===== config.mk =====
export PLATFORM = sky130hd
export DESIGN_NAME = decode_top
export DESIGN_NICKNAME = d
export VERILOG_FILES = /design/src/source/drac_pkg.sv /design/src/source/decode_stage.sv /design/src/source/decode_top.sv /design/src/source/decoder.sv /design/src/source/immediate.sv
export SDC_FILE = /design/constraint.sdc
export NUM_CORES = 1
export LEC_CHECK = 0
export BUFFER_PORTS_ARGS = -buffer_cell sky130_fd_sc_hd__buf_2
export CAP_MARGIN = 40
export CORE_MARGIN = 4
export CORE_UTILIZATION = 45
export DETAILED_ROUTE_END_ITERATION = 12
export GPL_ROUTABILITY_DRIVEN = 0
export HOLD_SLACK_MARGIN = 0.15
export PLACE_DENSITY = 0.68
export SLEW_MARGIN = 20
export SYNTH_ARGS = -nofsm -noshare
export SYNTH_HDL_FRONTEND = slang
export SYNTH_HIERARCHICAL = 1
export SYNTH_SLANG_ARGS = --single-unit

===== constraint.sdc =====
create_clock -name clk_i -period 2.5 [get_ports clk_i]
set_clock_uncertainty 0.05 [all_clocks]
set_input_delay 0.5 -clock clk_i [delete_from_list [all_inputs] [get_ports clk_i]]
set_output_delay 0.5 -clock clk_i [all_outputs]
set_load 0.01 [all_outputs]

===== src/source/drac_pkg.sv =====
// shared types and encodings for the RV64I decode path
// only base-ISA opcodes are listed here; compressed and M-extension are absent
// enums use the narrowest encoding that holds their values
package drac_pkg;

    // widths with a meaning in the core
    typedef logic [63:0] data64_t;
    typedef logic [63:0] addr_t;
    typedef logic [31:0] inst_t;
    typedef logic [4:0]  reg_t;

    // major opcodes
    localparam logic [6:0] OP_LUI     = 7'b0110111;
    localparam logic [6:0] OP_AUIPC   = 7'b0010111;
    localparam logic [6:0] OP_JAL     = 7'b1101111;
    localparam logic [6:0] OP_JALR    = 7'b1100111;
    localparam logic [6:0] OP_BRANCH  = 7'b1100011;
    localparam logic [6:0] OP_LOAD    = 7'b0000011;
    localparam logic [6:0] OP_STORE   = 7'b0100011;
    localparam logic [6:0] OP_ALU_I   = 7'b0010011;
    localparam logic [6:0] OP_ALU     = 7'b0110011;
    localparam logic [6:0] OP_ALU_I_W = 7'b0011011;
    localparam logic [6:0] OP_ALU_W   = 7'b0111011;
    localparam logic [6:0] OP_FENCE   = 7'b0001111;
    localparam logic [6:0] OP_SYSTEM  = 7'b1110011;

    // func3, immediate forms
    localparam logic [2:0] F3_ADDI  = 3'b000;
    localparam logic [2:0] F3_SLLI  = 3'b001;
    localparam logic [2:0] F3_SLTI  = 3'b010;
    localparam logic [2:0] F3_SLTIU = 3'b011;
    localparam logic [2:0] F3_XORI  = 3'b100;
    localparam logic [2:0] F3_SRLAI = 3'b101;
    localparam logic [2:0] F3_ORI   = 3'b110;
    localparam logic [2:0] F3_ANDI  = 3'b111;

    // func3, register forms (word forms reuse these)
    localparam logic [2:0] F3_ADD_SUB = 3'b000;
    localparam logic [2:0] F3_SLL     = 3'b001;
    localparam logic [2:0] F3_SLT     = 3'b010;
    localparam logic [2:0] F3_SLTU    = 3'b011;
    localparam logic [2:0] F3_XOR     = 3'b100;
    localparam logic [2:0] F3_SRL_SRA = 3'b101;
    localparam logic [2:0] F3_OR      = 3'b110;
    localparam logic [2:0] F3_AND     = 3'b111;

    // func7
    localparam logic [6:0] F7_NORMAL       = 7'b0000000;
    localparam logic [6:0] F7_SRAI_SUB_SRA = 7'b0100000;

    typedef enum logic [3:0] {
        ALU_ADD,
        ALU_SUB,
        ALU_SLL,
        ALU_SLT,
        ALU_SLTU,
        ALU_XOR,
        ALU_SRL,
        ALU_SRA,
        ALU_OR,
        ALU_AND,
        ALU_ADDW,
        ALU_SUBW,
        ALU_SLLW,
        ALU_SRLW,
        ALU_SRAW
    } alu_op_t;

    typedef enum logic [1:0] {
        UNIT_ALU,
        UNIT_BRANCH,
        UNIT_MEM,
        UNIT_SYSTEM
    } unit_t;

    // source of the register file write data
    typedef enum logic [1:0] {
        SEL_FROM_ALU,
        SEL_FROM_MEM,
        SEL_FROM_BRANCH
    } reg_sel_t;

    typedef enum logic [1:0] {
        SEL_SRC1_REGFILE,
        SEL_SRC1_PC,
        SEL_SRC1_ZERO
    } rs1_sel_t;

    typedef enum logic {
        SEL_SRC2_REGFILE,
        SEL_SRC2_IMM
    } rs2_sel_t;

endpackage


===== src/source/decode_stage.sv =====
// decode pipeline stage: input register, decoder, output register
// fixed latency of two edges, no back-pressure
// flush clears the valid bit captured at the same edge
module decode_stage (
    input  logic               clk_i,
    input  logic               rst_n_i,
    input  logic               valid_i,
    input  logic               flush_i,
    input  drac_pkg::addr_t    pc_i,
    input  drac_pkg::inst_t    inst_i,
    input  logic               bpred_i,
    output logic               valid_o,
    output drac_pkg::addr_t    pc_o,
    output logic               bpred_o,
    output drac_pkg::reg_t     rs1_o,
    output drac_pkg::reg_t     rs2_o,
    output drac_pkg::reg_t     rd_o,
    output drac_pkg::data64_t  imm_o,
    output logic               regfile_we_o,
    output drac_pkg::reg_sel_t regfile_w_sel_o,
    output drac_pkg::rs1_sel_t alu_rs1_sel_o,
    output drac_pkg::rs2_sel_t alu_rs2_sel_o,
    output drac_pkg::alu_op_t  alu_op_o,
    output drac_pkg::unit_t    unit_o,
    output logic               change_pc_ena_o,
    output logic               illegal_o
);

    logic               valid_q;
    drac_pkg::addr_t    pc_q;
    drac_pkg::inst_t    inst_q;
    logic               bpred_q;

    drac_pkg::reg_t     dec_rs1;
    drac_pkg::reg_t     dec_rs2;
    drac_pkg::reg_t     dec_rd;
    drac_pkg::data64_t  dec_imm;
    logic               dec_we;
    drac_pkg::reg_sel_t dec_w_sel;
    drac_pkg::rs1_sel_t dec_rs1_sel;
    drac_pkg::rs2_sel_t dec_rs2_sel;
    drac_pkg::alu_op_t  dec_alu_op;
    drac_pkg::unit_t    dec_unit;
    logic               dec_change_pc;
    logic               dec_illegal;

    // input register
    always_ff @(posedge clk_i or negedge rst_n_i) begin
        if (!rst_n_i) begin
            valid_q <= 1'b0;
            pc_q    <= '0;
            inst_q  <= '0;
            bpred_q <= 1'b0;
        end else begin
            valid_q <= valid_i && !flush_i;
            if (valid_i) begin
                pc_q    <= pc_i;
                inst_q  <= inst_i;
                bpred_q <= bpred_i;
            end
        end
    end

    decoder decoder0 (
        .inst_i          (inst_q),
        .rs1_o           (dec_rs1),
        .rs2_o           (dec_rs2),
        .rd_o            (dec_rd),
        .imm_o           (dec_imm),
        .regfile_we_o    (dec_we),
        .regfile_w_sel_o (dec_w_sel),
        .alu_rs1_sel_o   (dec_rs1_sel),
        .alu_rs2_sel_o   (dec_rs2_sel),
        .alu_op_o        (dec_alu_op),
        .unit_o          (dec_unit),
        .change_pc_ena_o (dec_change_pc),
        .illegal_o       (dec_illegal)
    );

    // output register, holds its contents between strobes
    always_ff @(posedge clk_i or negedge rst_n_i) begin
        if (!rst_n_i) begin
            valid_o         <= 1'b0;
            pc_o            <= '0;
            bpred_o         <= 1'b0;
            rs1_o           <= '0;
            rs2_o           <= '0;
            rd_o            <= '0;
            imm_o           <= '0;
            regfile_we_o    <= 1'b0;
            regfile_w_sel_o <= drac_pkg::SEL_FROM_ALU;
            alu_rs1_sel_o   <= drac_pkg::SEL_SRC1_REGFILE;
            alu_rs2_sel_o   <= drac_pkg::SEL_SRC2_REGFILE;
            alu_op_o        <= drac_pkg::ALU_ADD;
            unit_o          <= drac_pkg::UNIT_ALU;
            change_pc_ena_o <= 1'b0;
            illegal_o       <= 1'b0;
        end else begin
            valid_o <= valid_q;
            if (valid_q) begin
                pc_o            <= pc_q;
                bpred_o         <= bpred_q;
                rs1_o           <= dec_rs1;
                rs2_o           <= dec_rs2;
                rd_o            <= dec_rd;
                imm_o           <= dec_imm;
                regfile_we_o    <= dec_we;
                regfile_w_sel_o <= dec_w_sel;
                alu_rs1_sel_o   <= dec_rs1_sel;
                alu_rs2_sel_o   <= dec_rs2_sel;
                alu_op_o        <= dec_alu_op;
                unit_o          <= dec_unit;
                change_pc_ena_o <= dec_change_pc;
                illegal_o       <= dec_illegal;
            end
        end
    end

endmodule


===== src/source/decode_top.sv =====
// top level of the decode subsystem
// a new instruction may be strobed every cycle; results follow two edges later
module decode_top (
    input  logic               clk_i,
    input  logic               rst_n_i,
    input  logic               valid_i,
    input  logic               flush_i,
    input  drac_pkg::addr_t    pc_i,
    input  drac_pkg::inst_t    inst_i,
    input  logic               bpred_i,
    output logic               valid_o,
    output drac_pkg::addr_t    pc_o,
    output logic               bpred_o,
    output drac_pkg::reg_t     rs1_o,
    output drac_pkg::reg_t     rs2_o,
    output drac_pkg::reg_t     rd_o,
    output drac_pkg::data64_t  imm_o,
    output logic               regfile_we_o,
    output drac_pkg::reg_sel_t regfile_w_sel_o,
    output drac_pkg::rs1_sel_t alu_rs1_sel_o,
    output drac_pkg::rs2_sel_t alu_rs2_sel_o,
    output drac_pkg::alu_op_t  alu_op_o,
    output drac_pkg::unit_t    unit_o,
    output logic               change_pc_ena_o,
    output logic               illegal_o
);

    decode_stage decode_stage0 (
        .clk_i           (clk_i),
        .rst_n_i         (rst_n_i),
        .valid_i         (valid_i),
        .flush_i         (flush_i),
        .pc_i            (pc_i),
        .inst_i          (inst_i),
        .bpred_i         (bpred_i),
        .valid_o         (valid_o),
        .pc_o            (pc_o),
        .bpred_o         (bpred_o),
        .rs1_o           (rs1_o),
        .rs2_o           (rs2_o),
        .rd_o            (rd_o),
        .imm_o           (imm_o),
        .regfile_we_o    (regfile_we_o),
        .regfile_w_sel_o (regfile_w_sel_o),
        .alu_rs1_sel_o   (alu_rs1_sel_o),
        .alu_rs2_sel_o   (alu_rs2_sel_o),
        .alu_op_o        (alu_op_o),
        .unit_o          (unit_o),
        .change_pc_ena_o (change_pc_ena_o),
        .illegal_o       (illegal_o)
    );

endmodule


===== src/source/decoder.sv =====
// combinational RV64I decoder, one instruction at a time
// CSR and FENCE semantics are not decoded, only their unit class
// illegal encodings raise illegal_o; other outputs still follow the opcode
module decoder (
    input  drac_pkg::inst_t   inst_i,
    output drac_pkg::reg_t    rs1_o,
    output drac_pkg::reg_t    rs2_o,
    output drac_pkg::reg_t    rd_o,
    output drac_pkg::data64_t imm_o,
    output logic              regfile_we_o,
    output drac_pkg::reg_sel_t regfile_w_sel_o,
    output drac_pkg::rs1_sel_t alu_rs1_sel_o,
    output drac_pkg::rs2_sel_t alu_rs2_sel_o,
    output drac_pkg::alu_op_t alu_op_o,
    output drac_pkg::unit_t   unit_o,
    output logic              change_pc_ena_o,
    output logic              illegal_o
);

    logic [6:0] opcode;
    logic [2:0] func3;
    logic [6:0] func7;
    // RV64 shift immediates use a 6 bit shamt, so only bits 31:26 qualify
    logic [5:0] func6;

    assign opcode = inst_i[6:0];
    assign func3  = inst_i[14:12];
    assign func7  = inst_i[31:25];
    assign func6  = inst_i[31:26];

    // register indices are the raw fields
    assign rs1_o = inst_i[19:15];
    assign rs2_o = inst_i[24:20];
    assign rd_o  = inst_i[11:7];

    immediate immediate0 (
        .inst_i (inst_i),
        .imm_o  (imm_o)
    );

    always_comb begin
        regfile_we_o    = 1'b0;
        regfile_w_sel_o = drac_pkg::SEL_FROM_ALU;
        alu_rs1_sel_o   = drac_pkg::SEL_SRC1_REGFILE;
        alu_rs2_sel_o   = drac_pkg::SEL_SRC2_REGFILE;
        alu_op_o        = drac_pkg::ALU_ADD;
        unit_o          = drac_pkg::UNIT_ALU;
        change_pc_ena_o = 1'b0;
        illegal_o       = 1'b0;

        case (opcode)
            drac_pkg::OP_LUI: begin
                regfile_we_o  = 1'b1;
                alu_rs1_sel_o = drac_pkg::SEL_SRC1_ZERO;
                alu_rs2_sel_o = drac_pkg::SEL_SRC2_IMM;
            end
            drac_pkg::OP_AUIPC: begin
                regfile_we_o  = 1'b1;
                alu_rs1_sel_o = drac_pkg::SEL_SRC1_PC;
                alu_rs2_sel_o = drac_pkg::SEL_SRC2_IMM;
            end
            drac_pkg::OP_JAL, drac_pkg::OP_JALR: begin
                // link value comes back through the branch unit
                regfile_we_o    = 1'b1;
                regfile_w_sel_o = drac_pkg::SEL_FROM_BRANCH;
                unit_o          = drac_pkg::UNIT_BRANCH;
                change_pc_ena_o = 1'b1;
                if (opcode == drac_pkg::OP_JAL) begin
                    alu_rs1_sel_o = drac_pkg::SEL_SRC1_PC;
                end
            end
            drac_pkg::OP_BRANCH: begin
                unit_o = drac_pkg::UNIT_BRANCH;
            end
            drac_pkg::OP_LOAD: begin
                regfile_we_o    = 1'b1;
                regfile_w_sel_o = drac_pkg::SEL_FROM_MEM;
                unit_o          = drac_pkg::UNIT_MEM;
                alu_rs2_sel_o   = drac_pkg::SEL_SRC2_IMM;
            end
            drac_pkg::OP_STORE: begin
                unit_o        = drac_pkg::UNIT_MEM;
                alu_rs2_sel_o = drac_pkg::SEL_SRC2_IMM;
            end
            drac_pkg::OP_ALU_I: begin
                regfile_we_o  = 1'b1;
                alu_rs2_sel_o = drac_pkg::SEL_SRC2_IMM;
                case (func3)
                    drac_pkg::F3_ADDI:  alu_op_o = drac_pkg::ALU_ADD;
                    drac_pkg::F3_SLTI:  alu_op_o = drac_pkg::ALU_SLT;
                    drac_pkg::F3_SLTIU: alu_op_o = drac_pkg::ALU_SLTU;
                    drac_pkg::F3_XORI:  alu_op_o = drac_pkg::ALU_XOR;
                    drac_pkg::F3_ORI:   alu_op_o = drac_pkg::ALU_OR;
                    drac_pkg::F3_ANDI:  alu_op_o = drac_pkg::ALU_AND;
                    drac_pkg::F3_SLLI: begin
                        alu_op_o  = drac_pkg::ALU_SLL;
                        illegal_o = (func6 != drac_pkg::F7_NORMAL[6:1]);
                    end
                    default: begin
                        if (func6 == drac_pkg::F7_SRAI_SUB_SRA[6:1]) begin
                            alu_op_o = drac_pkg::ALU_SRA;
                        end else if (func6 == drac_pkg::F7_NORMAL[6:1]) begin
                            alu_op_o = drac_pkg::ALU_SRL;
                        end else begin
                            illegal_o = 1'b1;
                        end
                    end
                endcase
            end
            drac_pkg::OP_ALU: begin
                regfile_we_o = 1'b1;
                case (func3)
                    drac_pkg::F3_SLL:  alu_op_o = drac_pkg::ALU_SLL;
                    drac_pkg::F3_SLT:  alu_op_o = drac_pkg::ALU_SLT;
                    drac_pkg::F3_SLTU: alu_op_o = drac_pkg::ALU_SLTU;
                    drac_pkg::F3_XOR:  alu_op_o = drac_pkg::ALU_XOR;
                    drac_pkg::F3_OR:   alu_op_o = drac_pkg::ALU_OR;
                    drac_pkg::F3_AND:  alu_op_o = drac_pkg::ALU_AND;
                    drac_pkg::F3_ADD_SUB: begin
                        if (func7 == drac_pkg::F7_SRAI_SUB_SRA) begin
                            alu_op_o = drac_pkg::ALU_SUB;
                        end else if (func7 != drac_pkg::F7_NORMAL) begin
                            illegal_o = 1'b1;
                        end
                    end
                    default: begin
                        if (func7 == drac_pkg::F7_SRAI_SUB_SRA) begin
                            alu_op_o = drac_pkg::ALU_SRA;
                        end else if (func7 == drac_pkg::F7_NORMAL) begin
                            alu_op_o = drac_pkg::ALU_SRL;
                        end else begin
                            illegal_o = 1'b1;
                        end
                    end
                endcase
            end
            drac_pkg::OP_ALU_I_W, drac_pkg::OP_ALU_W: begin
                regfile_we_o = 1'b1;
                if (opcode == drac_pkg::OP_ALU_I_W) begin
                    alu_rs2_sel_o = drac_pkg::SEL_SRC2_IMM;
                end
                case (func3)
                    drac_pkg::F3_ADD_SUB: begin
                        // ADDIW has no func7 field, its top bits are immediate
                        if (opcode == drac_pkg::OP_ALU_I_W || func7 == drac_pkg::F7_NORMAL) begin
                            alu_op_o = drac_pkg::ALU_ADDW;
                        end else if (func7 == drac_pkg::F7_SRAI_SUB_SRA) begin
                            alu_op_o = drac_pkg::ALU_SUBW;
                        end else begin
                            illegal_o = 1'b1;
                        end
                    end
                    drac_pkg::F3_SLL: begin
                        alu_op_o  = drac_pkg::ALU_SLLW;
                        illegal_o = (func7 != drac_pkg::F7_NORMAL);
                    end
                    drac_pkg::F3_SRL_SRA: begin
                        if (func7 == drac_pkg::F7_SRAI_SUB_SRA) begin
                            alu_op_o = drac_pkg::ALU_SRAW;
                        end else if (func7 == drac_pkg::F7_NORMAL) begin
                            alu_op_o = drac_pkg::ALU_SRLW;
                        end else begin
                            illegal_o = 1'b1;
                        end
                    end
                    default: begin
                        illegal_o = 1'b1;
                    end
                endcase
            end
            drac_pkg::OP_FENCE, drac_pkg::OP_SYSTEM: begin
                unit_o = drac_pkg::UNIT_SYSTEM;
            end
            default: begin
                illegal_o = 1'b1;
            end
        endcase
    end

endmodule


===== src/source/immediate.sv =====
// immediate generator for the base integer formats
// FENCE and unknown opcodes give a zero immediate
// every result is sign-extended from instruction bit 31
module immediate (
    input  drac_pkg::inst_t   inst_i,
    output drac_pkg::data64_t imm_o
);

    logic sign;

    assign sign = inst_i[31];

    always_comb begin
        case (inst_i[6:0])
            // I-type
            drac_pkg::OP_JALR, drac_pkg::OP_LOAD, drac_pkg::OP_ALU_I,
            drac_pkg::OP_ALU_I_W, drac_pkg::OP_SYSTEM: begin
                imm_o = {{52{sign}}, inst_i[31:20]};
            end
            // S-type
            drac_pkg::OP_STORE: begin
                imm_o = {{52{sign}}, inst_i[31:25], inst_i[11:7]};
            end
            // B-type, bit 0 always zero
            drac_pkg::OP_BRANCH: begin
                imm_o = {{52{sign}}, inst_i[7], inst_i[30:25], inst_i[11:8], 1'b0};
            end
            // U-type
            drac_pkg::OP_LUI, drac_pkg::OP_AUIPC: begin
                imm_o = {{32{sign}}, inst_i[31:12], 12'b0};
            end
            // J-type
            drac_pkg::OP_JAL: begin
                imm_o = {{44{sign}}, inst_i[19:12], inst_i[20], inst_i[30:21], 1'b0};
            end
            default: begin
                imm_o = '0;
            end
        endcase
    end

endmodule


==> flow_results.xml, run 1 <==
<?xml version="1.0" encoding="UTF-8"?>
<metrics>
  <group name="status">
    <metric name="status" unit="">completed</metric>
  </group>
  <group name="timing">
    <metric name="setup-violations-final" unit="">0</metric>
    <metric name="hold_viol" unit="">0</metric>
    <metric name="finalMaxSlewViolations" unit="">0</metric>
    <metric name="grt_setup_unrepaired" unit="">false</metric>
    <metric name="worst_slew_margin" unit="%">54.4</metric>
    <metric name="final.setup.tns" unit="ns">0</metric>
    <metric name="max_freq" unit="GHz">0.424</metric>
    <metric name="period_share" unit="%">94.4</metric>
    <metric name="worst_pin_slew" unit="ns">0.681</metric>
    <metric name="finalWorstPathRequiredPeriod" unit="ns">2.36</metric>
  </group>
  <group name="worst_setup_path">
    <metric name="critical_path_class" unit="">reg -&gt; reg</metric>
    <metric name="regToRegEndpoint" unit="">decode_stage0/alu_op_o[1]$_DFFE_PN0P_</metric>
    <metric name="critical_path_arrival" unit="ns">2.78</metric>
    <metric name="setup.worst_path.start_class" unit="">flop</metric>
    <metric name="regToRegStartpoint" unit="">decode_stage0/inst_q[26]$_DFFE_PN0P_</metric>
    <metric name="regToRegSetupSlack" unit="ns">0.14</metric>
    <metric name="critPathMaxFanout" unit="">6</metric>
    <metric name="rr_worst_depth" unit="">7</metric>
    <metric name="worstPathRequired" unit="ns">2.92</metric>
    <metric name="setup.worst_path.end_class" unit="">flop</metric>
  </group>
  <group name="yosys">
    <metric name="synth_largest_area_cell" unit="">sky130_fd_sc_hd__dfrtp_1</metric>
    <metric name="async_flop_share" unit="%">100</metric>
    <metric name="yosysTopAreaCellShare" unit="%">55.4</metric>
    <metric name="synth_cell_type_count" unit="">59</metric>
    <metric name="postSynth.topFlopCell" unit="">sky130_fd_sc_hd__dfrtp_1</metric>
    <metric name="synth.top_cells.by_count" unit="">sky130_fd_sc_hd__dfrtp_1, sky130_fd_sc_hd__mux2_4, sky130_fd_sc_hd__mux2_2, sky130_fd_sc_hd__buf_4, sky130_fd_sc_hd__a21o_1</metric>
    <metric name="ys_warn_count" unit="">6</metric>
    <metric name="synth_area" unit="µm²">11600</metric>
    <metric name="synth-edff-count" unit="">0</metric>
    <metric name="most_numerous_cell_in_the_yosys_netlist" unit="">sky130_fd_sc_hd__dfrtp_1</metric>
    <metric name="synth-seq-area-share" unit="%">55.4</metric>
    <metric name="syn-mean-instance-area" unit="µm²">15.3</metric>
    <metric name="synth_top_cells_by_area" unit="">sky130_fd_sc_hd__dfrtp_1, sky130_fd_sc_hd__mux2_4, sky130_fd_sc_hd__mux2_2</metric>
    <metric name="synth.net_count" unit="">862</metric>
    <metric name="synth_cells" unit="">761</metric>
    <metric name="yosys_register_bits" unit="">257</metric>
  </group>
  <group name="detailed_routing">
    <metric name="vias_per_cell" unit="">5.07</metric>
    <metric name="wire_per_inst" unit="µm">18.6</metric>
    <metric name="route.antenna.remaining_nets" unit="">0</metric>
    <metric name="drt_pass_1_iters" unit="">4</metric>
    <metric name="totalWireLength" unit="mm">26.5</metric>
    <metric name="drt_iter0_markers" unit="">382</metric>
    <metric name="remaining_drc_errors" unit="">0</metric>
    <metric name="route.vias.total" unit="">7238</metric>
  </group>
  <group name="min_path">
    <metric name="min_to" unit="">decode_stage0/inst_q[13]$_DFFE_PN0P_</metric>
    <metric name="hold_path_depth" unit="">2</metric>
    <metric name="hold_start" unit="">inst_i[13]</metric>
    <metric name="path_class_of_the_lowest_slack_min_delay_path" unit="">in -&gt; reg</metric>
  </group>
  <group name="clocking">
    <metric name="ctsHtreeMaxLevel" unit="">1</metric>
    <metric name="clk-insertion-delay-late" unit="ns">0.52</metric>
    <metric name="clock_sinks" unit="">257</metric>
    <metric name="root_buffer_selected_by_cts" unit="">sky130_fd_sc_hd__clkbuf_16</metric>
    <metric name="clk_pin_slew" unit="ns">0.06</metric>
    <metric name="cts-buffers-inserted" unit="">29</metric>
    <metric name="postCtsSetupBuffers" unit="">0</metric>
    <metric name="clk_path_buf_depth" unit="">3</metric>
    <metric name="cts_tree" unit="">built</metric>
  </group>
  <group name="floorplanning">
    <metric name="die_height" unit="µm">169</metric>
    <metric name="die_area" unit="µm²">28400</metric>
    <metric name="boundaryPins" unit="">260</metric>
    <metric name="fp.dieW" unit="µm">169</metric>
    <metric name="floorplan.initialDensity" unit="%">46.0</metric>
    <metric name="design.core.area" unit="µm²">25300</metric>
    <metric name="placementRows" unit="">58</metric>
  </group>
  <group name="layout">
    <metric name="num-fill-cells" unit="">2002</metric>
    <metric name="final_net_count" unit="">1178</metric>
    <metric name="area_growth_from_synthesis_to_layout" unit="%">27.3</metric>
    <metric name="postLayoutCoreUtil" unit="%">58.6</metric>
    <metric name="fraction_of_final_layout_cells_sized_beyond_drive_strength_1" unit="%">54.3</metric>
  </group>
  <group name="power">
    <metric name="leakage_component_of_the_power" unit="nW">7.32</metric>
    <metric name="total_power" unit="mW">11.2</metric>
    <metric name="vdd_drop_max" unit="mV">0.707</metric>
    <metric name="power_density" unit="nW/µm²">756</metric>
  </group>
  <group name="global_routing">
    <metric name="track_usage" unit="%">18.4</metric>
    <metric name="overflow" unit="">0</metric>
    <metric name="grt.busiest_layer" unit="">met2</metric>
    <metric name="global_route.usage.met1" unit="%">24.9</metric>
    <metric name="gr-usage-met2" unit="%">30.0</metric>
    <metric name="via_count_of_the_first_global_routing_pass" unit="">7619</metric>
    <metric name="antenna_violations_before_repair" unit="">2</metric>
    <metric name="gr-usage-met3" unit="%">4.86</metric>
    <metric name="grt_start_max_net_pins" unit="">73</metric>
    <metric name="first_pass_grt_wire_length" unit="mm">43.0</metric>
  </group>
  <group name="place">
    <metric name="place_hpwl" unit="mm">17.1</metric>
    <metric name="number_of_port_buffers" unit="">259</metric>
  </group>
  <group name="run">
    <metric name="max_cap_viols" unit="">0</metric>
  </group>
</metrics>
## state kept, by name, indices dropped and copies added (netlist names)
| name | count |
|---|---|
| decode_stage0/alu_rs2_sel_o | 1 |
| decode_stage0/regfile_w_sel_o | 2 |
| decode_stage0/illegal_o | 1 |
| decode_stage0/unit_o | 2 |
| decode_stage0/pc_o | 64 |
| decode_stage0/pc_q | 64 |
| decode_stage0/change_pc_ena_o | 1 |
| decode_stage0/regfile_we_o | 1 |
| decode_stage0/inst_q | 32 |
| decode_stage0/rd_o | 5 |
| decode_stage0/valid_o | 1 |
| decode_stage0/alu_rs1_sel_o | 2 |
| decode_stage0/imm_o | 64 |
| decode_stage0/bpred_q | 1 |
| decode_stage0/alu_op_o | 4 |
| decode_stage0/valid_q | 1 |
| decode_stage0/rs1_o | 5 |
| decode_stage0/bpred_o | 1 |
| decode_stage0/rs2_o | 5 |
## through the flow
step                cells  cell area, µm²  hold slack (ns)  setup WS [ns]
floorplan             761           11600            0.154          0.256
global placement     1282           12900            0.432          0.199
detailed placement   1282           12900            0.435          0.154
CTS                  1427           14800            0.154          0.145
global route         1427           14800            0.162         0.0672
finish               1428           14800            0.184          0.140
## worst max-delay path by stage
stage	slack, ns	to	from
after floorplan	0.26	decode_stage0/imm_o[63]$_DFFE_PN0P_	decode_stage0/inst_q[2]$_DFFE_PN0P_
after global placement	0.20	decode_stage0/alu_op_o[1]$_DFFE_PN0P_	decode_stage0/inst_q[26]$_DFFE_PN0P_
after detailed placement	0.15	decode_stage0/alu_op_o[1]$_DFFE_PN0P_	decode_stage0/inst_q[26]$_DFFE_PN0P_
after CTS	0.14	decode_stage0/alu_op_o[1]$_DFFE_PN0P_	decode_stage0/inst_q[26]$_DFFE_PN0P_
after global routing	0.07	decode_stage0/alu_op_o[1]$_DFFE_PN0P_	decode_stage0/inst_q[26]$_DFFE_PN0P_
final	0.14	decode_stage0/alu_op_o[1]$_DFFE_PN0P_	decode_stage0/inst_q[26]$_DFFE_PN0P_
## layout make-up
class	instances	area, µm²	share of cell area [%]
diodes	1	2.50	0.0169
flip-flops and latches	257	6430	43.5
repair buffers	377	2550	17.3
clock inverters	15	203	1.37
multi-input cells	407	4390	29.7
well taps	330	413	2.79
inverters	5	18.8	0.127
clock buffers	36	772	5.22
## power by group
| part | switching (mW) | leakage, nW | total [mW] | internal, mW |
|---|---|---|---|---|
| clock | 1.70 | 0.465 | 4.31 | 2.61 |
| sequential | 0.328 | 3.18 | 4.97 | 4.64 |
| combinational | 0.828 | 3.68 | 1.90 | 1.08 |
| total | 2.85 | 7.32 | 11.2 | 8.33 |
## timing repair
| action | 4_1_cts | 5_1_grt |
|---|---|---|
| resized for setup | 0 | 0 |
| hold endpoints to repair | 146 | 0 |
| hold buffers | 94 | 0 |
## worst max-delay path, cell delays in order, from the launching register on
cell	delay (ns)
sky130_fd_sc_hd__dfrtp_1	0.40
sky130_fd_sc_hd__or3_1	0.41
sky130_fd_sc_hd__or4_1	0.47
sky130_fd_sc_hd__buf_4	0.19
sky130_fd_sc_hd__a2111o_1	0.41
sky130_fd_sc_hd__o311a_1	0.13
sky130_fd_sc_hd__o31ai_1	0.06
sky130_fd_sc_hd__mux2_2	0.17
## kinds of logic (layout without fill, tap and decap cells)
kind of cell,count (synthesis),in the layout,synth area share [%]
other,0,1,0
AOI/OAI and AO/OA,65,65,4.34
buffers and inverters,97,433,6.85
DFF,257,257,55.4
xor gates and xnor gates,1,1,0.0754
muxes,258,258,29.3
and+or+nand+nor,83,83,4.07
## per-layer routing
metal	routed length, µm	up-vias
li1	-	3298
met1	11500	3688
met5	7	-
met3	1890	35
met4	502	2
met2	12600	215
## cell usage in the layout, fill, tap and decap left out, types with 2 or more instances in the layout
cell,instances
sky130_fd_sc_hd__a21o_1,19
sky130_fd_sc_hd__a21oi_1,10
sky130_fd_sc_hd__a22o_1,4
sky130_fd_sc_hd__a31oi_1,5
sky130_fd_sc_hd__a32o_1,2
sky130_fd_sc_hd__and2_1,8
sky130_fd_sc_hd__buf_12,10
sky130_fd_sc_hd__buf_2,257
sky130_fd_sc_hd__buf_4,15
sky130_fd_sc_hd__bufinv_16,4
sky130_fd_sc_hd__clkbuf_1,5
sky130_fd_sc_hd__clkbuf_16,29
sky130_fd_sc_hd__clkbuf_8,2
sky130_fd_sc_hd__clkinv_2,3
sky130_fd_sc_hd__clkinv_4,3
sky130_fd_sc_hd__clkinvlp_4,4
sky130_fd_sc_hd__dfrtp_1,256
sky130_fd_sc_hd__dlygate4sd3_1,94
sky130_fd_sc_hd__inv_1,4
sky130_fd_sc_hd__mux2_2,124
sky130_fd_sc_hd__mux2_4,133
sky130_fd_sc_hd__nand2_1,8
sky130_fd_sc_hd__nand2b_1,2
sky130_fd_sc_hd__nand3_1,8
sky130_fd_sc_hd__nand3b_1,3
sky130_fd_sc_hd__nand4_1,5
sky130_fd_sc_hd__nor2_1,18
sky130_fd_sc_hd__nor2b_1,7
sky130_fd_sc_hd__nor3_1,5
sky130_fd_sc_hd__nor3b_1,3
sky130_fd_sc_hd__nor4_1,2
sky130_fd_sc_hd__o21ai_0,3
sky130_fd_sc_hd__o21ai_1,6
sky130_fd_sc_hd__or3_1,4
Power figures use the tool's default switching activity.
==> inputs of run 2 (changes only) <==
==> constraint.sdc (replaced) <==
create_clock -name clk_i -period 2.94 [get_ports clk_i]
set_clock_uncertainty 0.05 [all_clocks]
set_input_delay 0.588 -clock clk_i [delete_from_list [all_inputs] [get_ports clk_i]]
set_output_delay 0.588 -clock clk_i [all_outputs]
set_load 0.01 [all_outputs]
==> flow_results.xml, run 2 (synthesized netlist as in run 1, its figures left out) <==
<?xml version="1.0" encoding="UTF-8"?>
<metrics>
  <group name="layout">
    <metric name="area_growth_from_synthesis_to_layout" unit="%">18.2</metric>
    <metric name="layout.cells.most_common" unit="">sky130_fd_sc_hd__buf_2</metric>
    <metric name="fraction_of_final_layout_cells_sized_beyond_drive_strength_1" unit="%">58.5</metric>
    <metric name="top_regs" unit="">decode_stage0/imm_o (64), decode_stage0/pc_o (64), decode_stage0/pc_q (64)</metric>
    <metric name="layout_common_cells" unit="">sky130_fd_sc_hd__buf_2, sky130_fd_sc_hd__dfrtp_1, sky130_fd_sc_hd__mux2_4</metric>
    <metric name="final_net_count" unit="">1078</metric>
    <metric name="num-fill-cells" unit="">2148</metric>
  </group>
  <group name="timing">
    <metric name="period_share" unit="%">82.4</metric>
    <metric name="worst_pin_slew" unit="ns">0.721</metric>
    <metric name="max_freq" unit="GHz">0.413</metric>
    <metric name="setup-violations-final" unit="">0</metric>
    <metric name="worst_slew_margin" unit="%">51.9</metric>
    <metric name="finalMaxSlewViolations" unit="">0</metric>
    <metric name="grt_setup_unrepaired" unit="">false</metric>
    <metric name="hold_viol" unit="">0</metric>
    <metric name="final.setup.tns" unit="ns">0</metric>
    <metric name="finalWorstPathRequiredPeriod" unit="ns">2.42</metric>
  </group>
  <group name="power">
    <metric name="total_switching_power" unit="mW">2.31</metric>
    <metric name="leakage_component_of_the_power" unit="nW">6.88</metric>
    <metric name="power.share.switching" unit="%">25.0</metric>
    <metric name="total_power" unit="mW">9.22</metric>
    <metric name="power_density" unit="nW/µm²">671</metric>
    <metric name="power.share.combinational" unit="%">15.7</metric>
    <metric name="share_clk_of_total_power" unit="%">38.1</metric>
    <metric name="power_report.internal_total" unit="mW">6.91</metric>
    <metric name="vdd_drop_max" unit="mV">0.477</metric>
    <metric name="p_seq_share" unit="%">46.2</metric>
  </group>
  <group name="floorplanning">
    <metric name="boundaryPins" unit="">260</metric>
    <metric name="placementRows" unit="">58</metric>
    <metric name="fp.dieW" unit="µm">169</metric>
    <metric name="design.core.area" unit="µm²">25300</metric>
    <metric name="die_area" unit="µm²">28400</metric>
    <metric name="die_height" unit="µm">169</metric>
    <metric name="floorplan.initialDensity" unit="%">46.0</metric>
  </group>
  <group name="global_routing">
    <metric name="via_count_of_the_first_global_routing_pass" unit="">6989</metric>
    <metric name="overflow" unit="">0</metric>
    <metric name="first_pass_grt_wire_length" unit="mm">39.7</metric>
    <metric name="grt_start_max_net_pins" unit="">99</metric>
    <metric name="global_route.usage.met1" unit="%">23.5</metric>
    <metric name="gr-usage-met2" unit="%">27.1</metric>
    <metric name="gr-usage-met3" unit="%">5.02</metric>
    <metric name="antenna_violations_before_repair" unit="">2</metric>
    <metric name="grt.busiest_layer" unit="">met2</metric>
    <metric name="track_usage" unit="%">17.1</metric>
  </group>
  <group name="detailed_routing">
    <metric name="vias_per_cell" unit="">5.11</metric>
    <metric name="totalWireLength" unit="mm">25.0</metric>
    <metric name="route.antenna.remaining_nets" unit="">0</metric>
    <metric name="route.vias.total" unit="">6761</metric>
    <metric name="drt_iter0_markers" unit="">357</metric>
    <metric name="remaining_drc_errors" unit="">0</metric>
    <metric name="drt_pass_1_iters" unit="">5</metric>
    <metric name="wire_per_inst" unit="µm">18.9</metric>
  </group>
  <group name="worst_setup_path">
    <metric name="worstPathRequired" unit="ns">3.31</metric>
    <metric name="worst_setup_path_startpoint" unit="">decode_stage0/inst_q[26]$_DFFE_PN0P_</metric>
    <metric name="worst_path_largest_cell_delay" unit="ns">0.57</metric>
    <metric name="critPathTopFamily" unit="">simple AND/OR/NAND/NOR gates</metric>
    <metric name="critPathMaxFanout" unit="">8</metric>
    <metric name="critical_path_class" unit="">reg -&gt; reg</metric>
    <metric name="critical_path.n_buffers_inverters" unit="">0</metric>
    <metric name="crit_path_cell_trace" unit="">or3_1 -&gt; or4_1 -&gt; o21ai_1 -&gt; a21oi_1 -&gt; or3_1 -&gt; mux2_2</metric>
    <metric name="setup.worst_path.start_class" unit="">flop</metric>
    <metric name="regToRegStartpoint" unit="">decode_stage0/inst_q[26]$_DFFE_PN0P_</metric>
    <metric name="timing.critical_path.depth" unit="">6</metric>
    <metric name="rr_worst_depth" unit="">6</metric>
    <metric name="setup.worst_path.end_class" unit="">flop</metric>
    <metric name="cp_slowest_cell" unit="">sky130_fd_sc_hd__or4_1</metric>
    <metric name="critical_path_arrival" unit="ns">2.79</metric>
    <metric name="crit_path_frequent_cell" unit="">sky130_fd_sc_hd__or3_1</metric>
  </group>
  <group name="clocking">
    <metric name="cts-buffers-inserted" unit="">28</metric>
    <metric name="cts_tree" unit="">built</metric>
    <metric name="clk_pin_slew" unit="ns">0.06</metric>
    <metric name="clk-insertion-delay-late" unit="ns">0.53</metric>
    <metric name="root_buffer_selected_by_cts" unit="">sky130_fd_sc_hd__clkbuf_16</metric>
    <metric name="clock_sinks" unit="">257</metric>
    <metric name="clk_path_buf_depth" unit="">3</metric>
    <metric name="ctsHtreeMaxLevel" unit="">1</metric>
    <metric name="postCtsSetupBuffers" unit="">0</metric>
  </group>
  <group name="run">
    <metric name="max_cap_viols" unit="">0</metric>
  </group>
  <group name="min_path">
    <metric name="hold_path_depth" unit="">2</metric>
    <metric name="hold_start" unit="">inst_i[10]</metric>
    <metric name="path_class_of_the_lowest_slack_min_delay_path" unit="">in -&gt; reg</metric>
  </group>
  <group name="place">
    <metric name="place_hpwl" unit="mm">16.8</metric>
    <metric name="number_of_port_buffers" unit="">259</metric>
  </group>
  <group name="status">
    <metric name="status" unit="">completed</metric>
  </group>
</metrics>
## run 2: changes by cell type in the layout (fill, tap and decap cells not counted)
cell | before | now
sky130_fd_sc_hd__clkbuf_1 | 5 | 8
sky130_fd_sc_hd__buf_4 | 15 | 9
sky130_fd_sc_hd__clkinvlp_4 | 4 | 0
sky130_fd_sc_hd__dlygate4sd3_1 | 94 | 2
sky130_fd_sc_hd__clkinv_2 | 3 | 1
sky130_fd_sc_hd__inv_8 | 1 | 0
sky130_fd_sc_hd__clkbuf_8 | 2 | 4
sky130_fd_sc_hd__buf_12 | 10 | 9
sky130_fd_sc_hd__clkinv_4 | 3 | 0
sky130_fd_sc_hd__bufinv_16 | 4 | 3
## run 2: layout make-up
type / instances / area, µm² / area share (%)
antenna: 1 / 2.50 / 0.0182
multi-input combinational: 407 / 4390 / 32.0
sequential: 257 / 6430 / 46.9
timing repair buffer: 278 / 1570 / 11.4
tap: 330 / 413 / 3.01
clock inverter: 4 / 95.1 / 0.692
inverter: 5 / 18.8 / 0.137
clock buffer: 41 / 811 / 5.90
## run 2: repair_timing
item | in CTS | in global routing
hold endpoints to repair | 80 | 0
resized for setup | 0 | 0
hold buffers | 2 | 0
setup endpoints to repair | 0 | 0
## run 2: through the flow
step                      cell area (µm²)  std cells  setup slack (ns)  util [%]  hold WS, ns
after detailed placement            12800       1275             0.546      50.7        0.438
after CTS                           13700       1322             0.526      54.4        0.202
final                               13700       1323             0.517      54.4        0.230
after global routing                13700       1322             0.422      54.4        0.211
after floorplan                     11600        761             0.696         -        0.242
after global placement              12800       1275             0.542      50.7        0.433
## run 2: power groups by stage
stage                     clock network, mW  registers, mW  logic [mW]
after detailed placement                  0           4.31        1.47
after floorplan                           0           4.35       0.889
final                                  3.51           4.26        1.45
after global placement                    0           4.31        1.44
after CTS                              3.61           4.26        1.48
after global routing                   3.74           4.32        1.57
## run 2: worst register-to-register path, stage by stage (launching register included)
cell	delay (ns)
sky130_fd_sc_hd__dfrtp_1	0.40
sky130_fd_sc_hd__or3_1	0.41
sky130_fd_sc_hd__or4_1	0.57
sky130_fd_sc_hd__o21ai_1	0.18
sky130_fd_sc_hd__a21oi_1	0.07
sky130_fd_sc_hd__or3_1	0.36
sky130_fd_sc_hd__mux2_2	0.26
## run 2: routing by layer
| layer | vias up | share of wire (%) |
|---|---|---|
| li1 | 3097 | - |
| met1 | 3406 | 44 |
| met2 | 220 | 47 |
| met3 | 36 | 7.5 |
| met4 | 2 | 2.0 |
| met5 | - | 0.028 |
## run 2: path summary, 6_finish.rpt
check | to | slack, ns
setup / recovery | decode_stage0/illegal_o$_DFFE_PN0P_ | 0.52
max in group asynchronous | decode_stage0/pc_o[4]$_DFFE_PN0P_ | 1.46
setup reg to reg | decode_stage0/illegal_o$_DFFE_PN0P_ | 0.52
hold reg to reg | decode_stage0/pc_o[29]$_DFFE_PN0P_ | 0.45
min in group asynchronous | decode_stage0/inst_q[9]$_DFFE_PN0P_ | 0.63
hold / removal | decode_stage0/inst_q[10]$_DFFE_PN0P_ | 0.23
==> inputs of run 3 (changes only) <==
==> constraint.sdc (replaced) <==
create_clock -name clk_i -period 2.36 [get_ports clk_i]
set_clock_uncertainty 0.05 [all_clocks]
set_input_delay 0.472 -clock clk_i [delete_from_list [all_inputs] [get_ports clk_i]]
set_output_delay 0.472 -clock clk_i [all_outputs]
set_load 0.01 [all_outputs]
==> flow_results.xml, run 3 (synthesized netlist as in run 1, its figures left out) <==
<?xml version="1.0" encoding="UTF-8"?>
<metrics>
  <group name="status">
    <metric name="status" unit="">completed</metric>
  </group>
  <group name="detailed_routing">
    <metric name="route.vias.total" unit="">7164</metric>
    <metric name="wl_met2" unit="mm">12.7</metric>
    <metric name="route.antenna.remaining_nets" unit="">0</metric>
    <metric name="wire_per_inst" unit="µm">18.6</metric>
    <metric name="totalWireLength" unit="mm">26.7</metric>
    <metric name="drt_pass_1_iters" unit="">4</metric>
    <metric name="wl_met1" unit="mm">11.4</metric>
    <metric name="vias_per_cell" unit="">4.99</metric>
    <metric name="top_layer" unit="">met4</metric>
    <metric name="drt_iter0_markers" unit="">423</metric>
    <metric name="wire_length_on_met3" unit="mm">1.79</metric>
    <metric name="remaining_drc_errors" unit="">0</metric>
  </group>
  <group name="timing">
    <metric name="setup-violations-final" unit="">0</metric>
    <metric name="minimum_setup_slack_in_the_final_design" unit="ns">0.108</metric>
    <metric name="finalWorstPathRequiredPeriod" unit="ns">2.25</metric>
    <metric name="hold_viol" unit="">0</metric>
    <metric name="worst_pin_slew" unit="ns">0.750</metric>
    <metric name="max_freq" unit="GHz">0.444</metric>
    <metric name="final.setup.tns" unit="ns">0</metric>
    <metric name="period_share" unit="%">95.4</metric>
    <metric name="finalMaxSlewViolations" unit="">0</metric>
    <metric name="worst_slew_margin" unit="%">49.8</metric>
  </group>
  <group name="power">
    <metric name="leakage_component_of_the_power" unit="nW">7.35</metric>
    <metric name="vdd_drop_max" unit="mV">0.583</metric>
    <metric name="power_density" unit="nW/µm²">781</metric>
  </group>
  <group name="clocking">
    <metric name="clk_path_buf_depth" unit="">3</metric>
    <metric name="clock_sinks" unit="">257</metric>
    <metric name="root_buffer_selected_by_cts" unit="">sky130_fd_sc_hd__clkbuf_16</metric>
    <metric name="clk_pin_slew" unit="ns">0.06</metric>
    <metric name="clk-insertion-delay-late" unit="ns">0.54</metric>
    <metric name="ctsHtreeMaxLevel" unit="">1</metric>
    <metric name="cts-buffers-inserted" unit="">29</metric>
    <metric name="postCtsSetupBuffers" unit="">0</metric>
    <metric name="cts_tree" unit="">built</metric>
  </group>
  <group name="layout">
    <metric name="finalNonFillerCells" unit="">1436</metric>
    <metric name="postLayoutCoreUtil" unit="%">58.6</metric>
    <metric name="num-fill-cells" unit="">2010</metric>
    <metric name="fraction_of_final_layout_cells_sized_beyond_drive_strength_1" unit="%">54.0</metric>
    <metric name="multi_input_comb_area" unit="µm²">4390</metric>
    <metric name="layout.cells.most_common" unit="">sky130_fd_sc_hd__buf_2</metric>
    <metric name="layout.area.seq" unit="µm²">6430</metric>
    <metric name="layout_common_cells" unit="">sky130_fd_sc_hd__buf_2, sky130_fd_sc_hd__dfrtp_1, sky130_fd_sc_hd__mux2_4</metric>
    <metric name="area_growth_from_synthesis_to_layout" unit="%">27.4</metric>
    <metric name="final_net_count" unit="">1187</metric>
    <metric name="top_regs" unit="">decode_stage0/imm_o (64), decode_stage0/pc_o (64), decode_stage0/pc_q (64)</metric>
  </group>
  <group name="global_routing">
    <metric name="overflow" unit="">0</metric>
    <metric name="first_pass_grt_wire_length" unit="mm">43.3</metric>
    <metric name="antenna_violations_before_repair" unit="">1</metric>
    <metric name="grt_start_max_net_pins" unit="">56</metric>
    <metric name="track_usage" unit="%">18.5</metric>
    <metric name="via_count_of_the_first_global_routing_pass" unit="">7655</metric>
  </group>
  <group name="place">
    <metric name="number_of_port_buffers" unit="">259</metric>
    <metric name="place_hpwl" unit="mm">17.2</metric>
    <metric name="pre_cts_ws" unit="ns">0.0872</metric>
    <metric name="dpl.cell_count" unit="">1286</metric>
  </group>
  <group name="run">
    <metric name="max_cap_viols" unit="">0</metric>
  </group>
  <group name="worst_setup_path">
    <metric name="regToRegStartpoint" unit="">decode_stage0/inst_q[27]$_DFFE_PN0P_</metric>
    <metric name="setup.worst_path.end_class" unit="">flop</metric>
    <metric name="critPathMaxFanout" unit="">4</metric>
    <metric name="setup.worst_path.start_class" unit="">flop</metric>
    <metric name="critical_path_arrival" unit="ns">2.63</metric>
    <metric name="worstPathRequired" unit="ns">2.74</metric>
    <metric name="critical_path_class" unit="">reg -&gt; reg</metric>
    <metric name="worst_setup_path_startpoint" unit="">decode_stage0/inst_q[27]$_DFFE_PN0P_</metric>
  </group>
  <group name="floorplanning">
    <metric name="design.core.area" unit="µm²">25300</metric>
    <metric name="fp.dieW" unit="µm">169</metric>
    <metric name="floorplan.initialDensity" unit="%">46.0</metric>
    <metric name="placementRows" unit="">58</metric>
    <metric name="die_height" unit="µm">169</metric>
    <metric name="die_area" unit="µm²">28400</metric>
    <metric name="boundaryPins" unit="">260</metric>
  </group>
  <group name="min_path">
    <metric name="path_class_of_the_lowest_slack_min_delay_path" unit="">in -&gt; async</metric>
  </group>
</metrics>
## run 3: cell types whose count changed in the layout (fill, tap and decap cells not counted), moves of 2 or more
| cell | change |
|---|---|
| sky130_fd_sc_hd__dlygate4sd3_1 | +97 |
| sky130_fd_sc_hd__buf_4 | +10 |
| sky130_fd_sc_hd__clkbuf_8 | +2 |
| sky130_fd_sc_hd__clkinv_2 | +5 |
| sky130_fd_sc_hd__bufinv_16 | -2 |
## run 3: worst paths after layout
path | slack, ns | end | cells past startpoint
max in group asynchronous | 1.15 | decode_stage0/inst_q[30]$_DFFE_PN0P_ | 3
hold reg to reg | 0.45 | decode_stage0/pc_o[27]$_DFFE_PN0P_ | 1
min in group clk_i | 0.41 | decode_stage0/inst_q[12]$_DFFE_PN0P_ | 2
setup reg to reg | 0.11 | decode_stage0/illegal_o$_DFFE_PN0P_ | 6
hold / removal | 0.41 | decode_stage0/imm_o[60]$_DFFE_PN0P_ | 2
setup / recovery | 0.11 | decode_stage0/illegal_o$_DFFE_PN0P_ | 6
## run 3: final cells by class
cell class | count | share of cell area, %
antenna | 1 | 0.0169
clock buffer | 43 | 5.67
clock inverter | 7 | 0.406
inverter | 5 | 0.127
multi-input combinational | 407 | 29.7
sequential | 257 | 43.5
tap | 330 | 2.79
timing repair buffer | 386 | 17.8
## run 3: layer usage
metal | GRT usage [%] | vias up
met1 | 25.0 | 3602
met5 | 0 | -
met3 | 4.90 | 46
met4 | 4.66 | 0
met2 | 30.1 | 199
li1 | - | 3317
## run 3: critical path, stage by stage, from the launching register on
cell	delay (ns)
sky130_fd_sc_hd__dfrtp_1	0.40
sky130_fd_sc_hd__or3_1	0.40
sky130_fd_sc_hd__or4_4	0.46
sky130_fd_sc_hd__o21ai_1	0.14
sky130_fd_sc_hd__a21oi_1	0.07
sky130_fd_sc_hd__or3_1	0.36
sky130_fd_sc_hd__mux2_2	0.26
## run 3: metrics by stage
step	power [mW]	cell area (µm²)	hold WS (ns)
after global routing	12.1	14800	0.393
after floorplan	6.53	11600	0.126
after CTS	11.7	14800	0.372
after global placement	7.18	12900	0.381
final	11.6	14800	0.406
after detailed placement	7.23	12900	0.382
## run 3: where the power goes
group	internal, mW	switching [mW]
Sequential	4.92	0.360
Clock	2.54	1.73
Combinational	1.15	0.866
Total	8.61	2.95
## run 3: timing repair
| item | in CTS | in global routing |
|---|---|---|
| gates resized for setup | 0 | 1 |
| endpoints found under the setup margin | 0 | 1 |
| endpoints found under the hold margin | 147 | 0 |
| hold buffers | 99 | 0 |
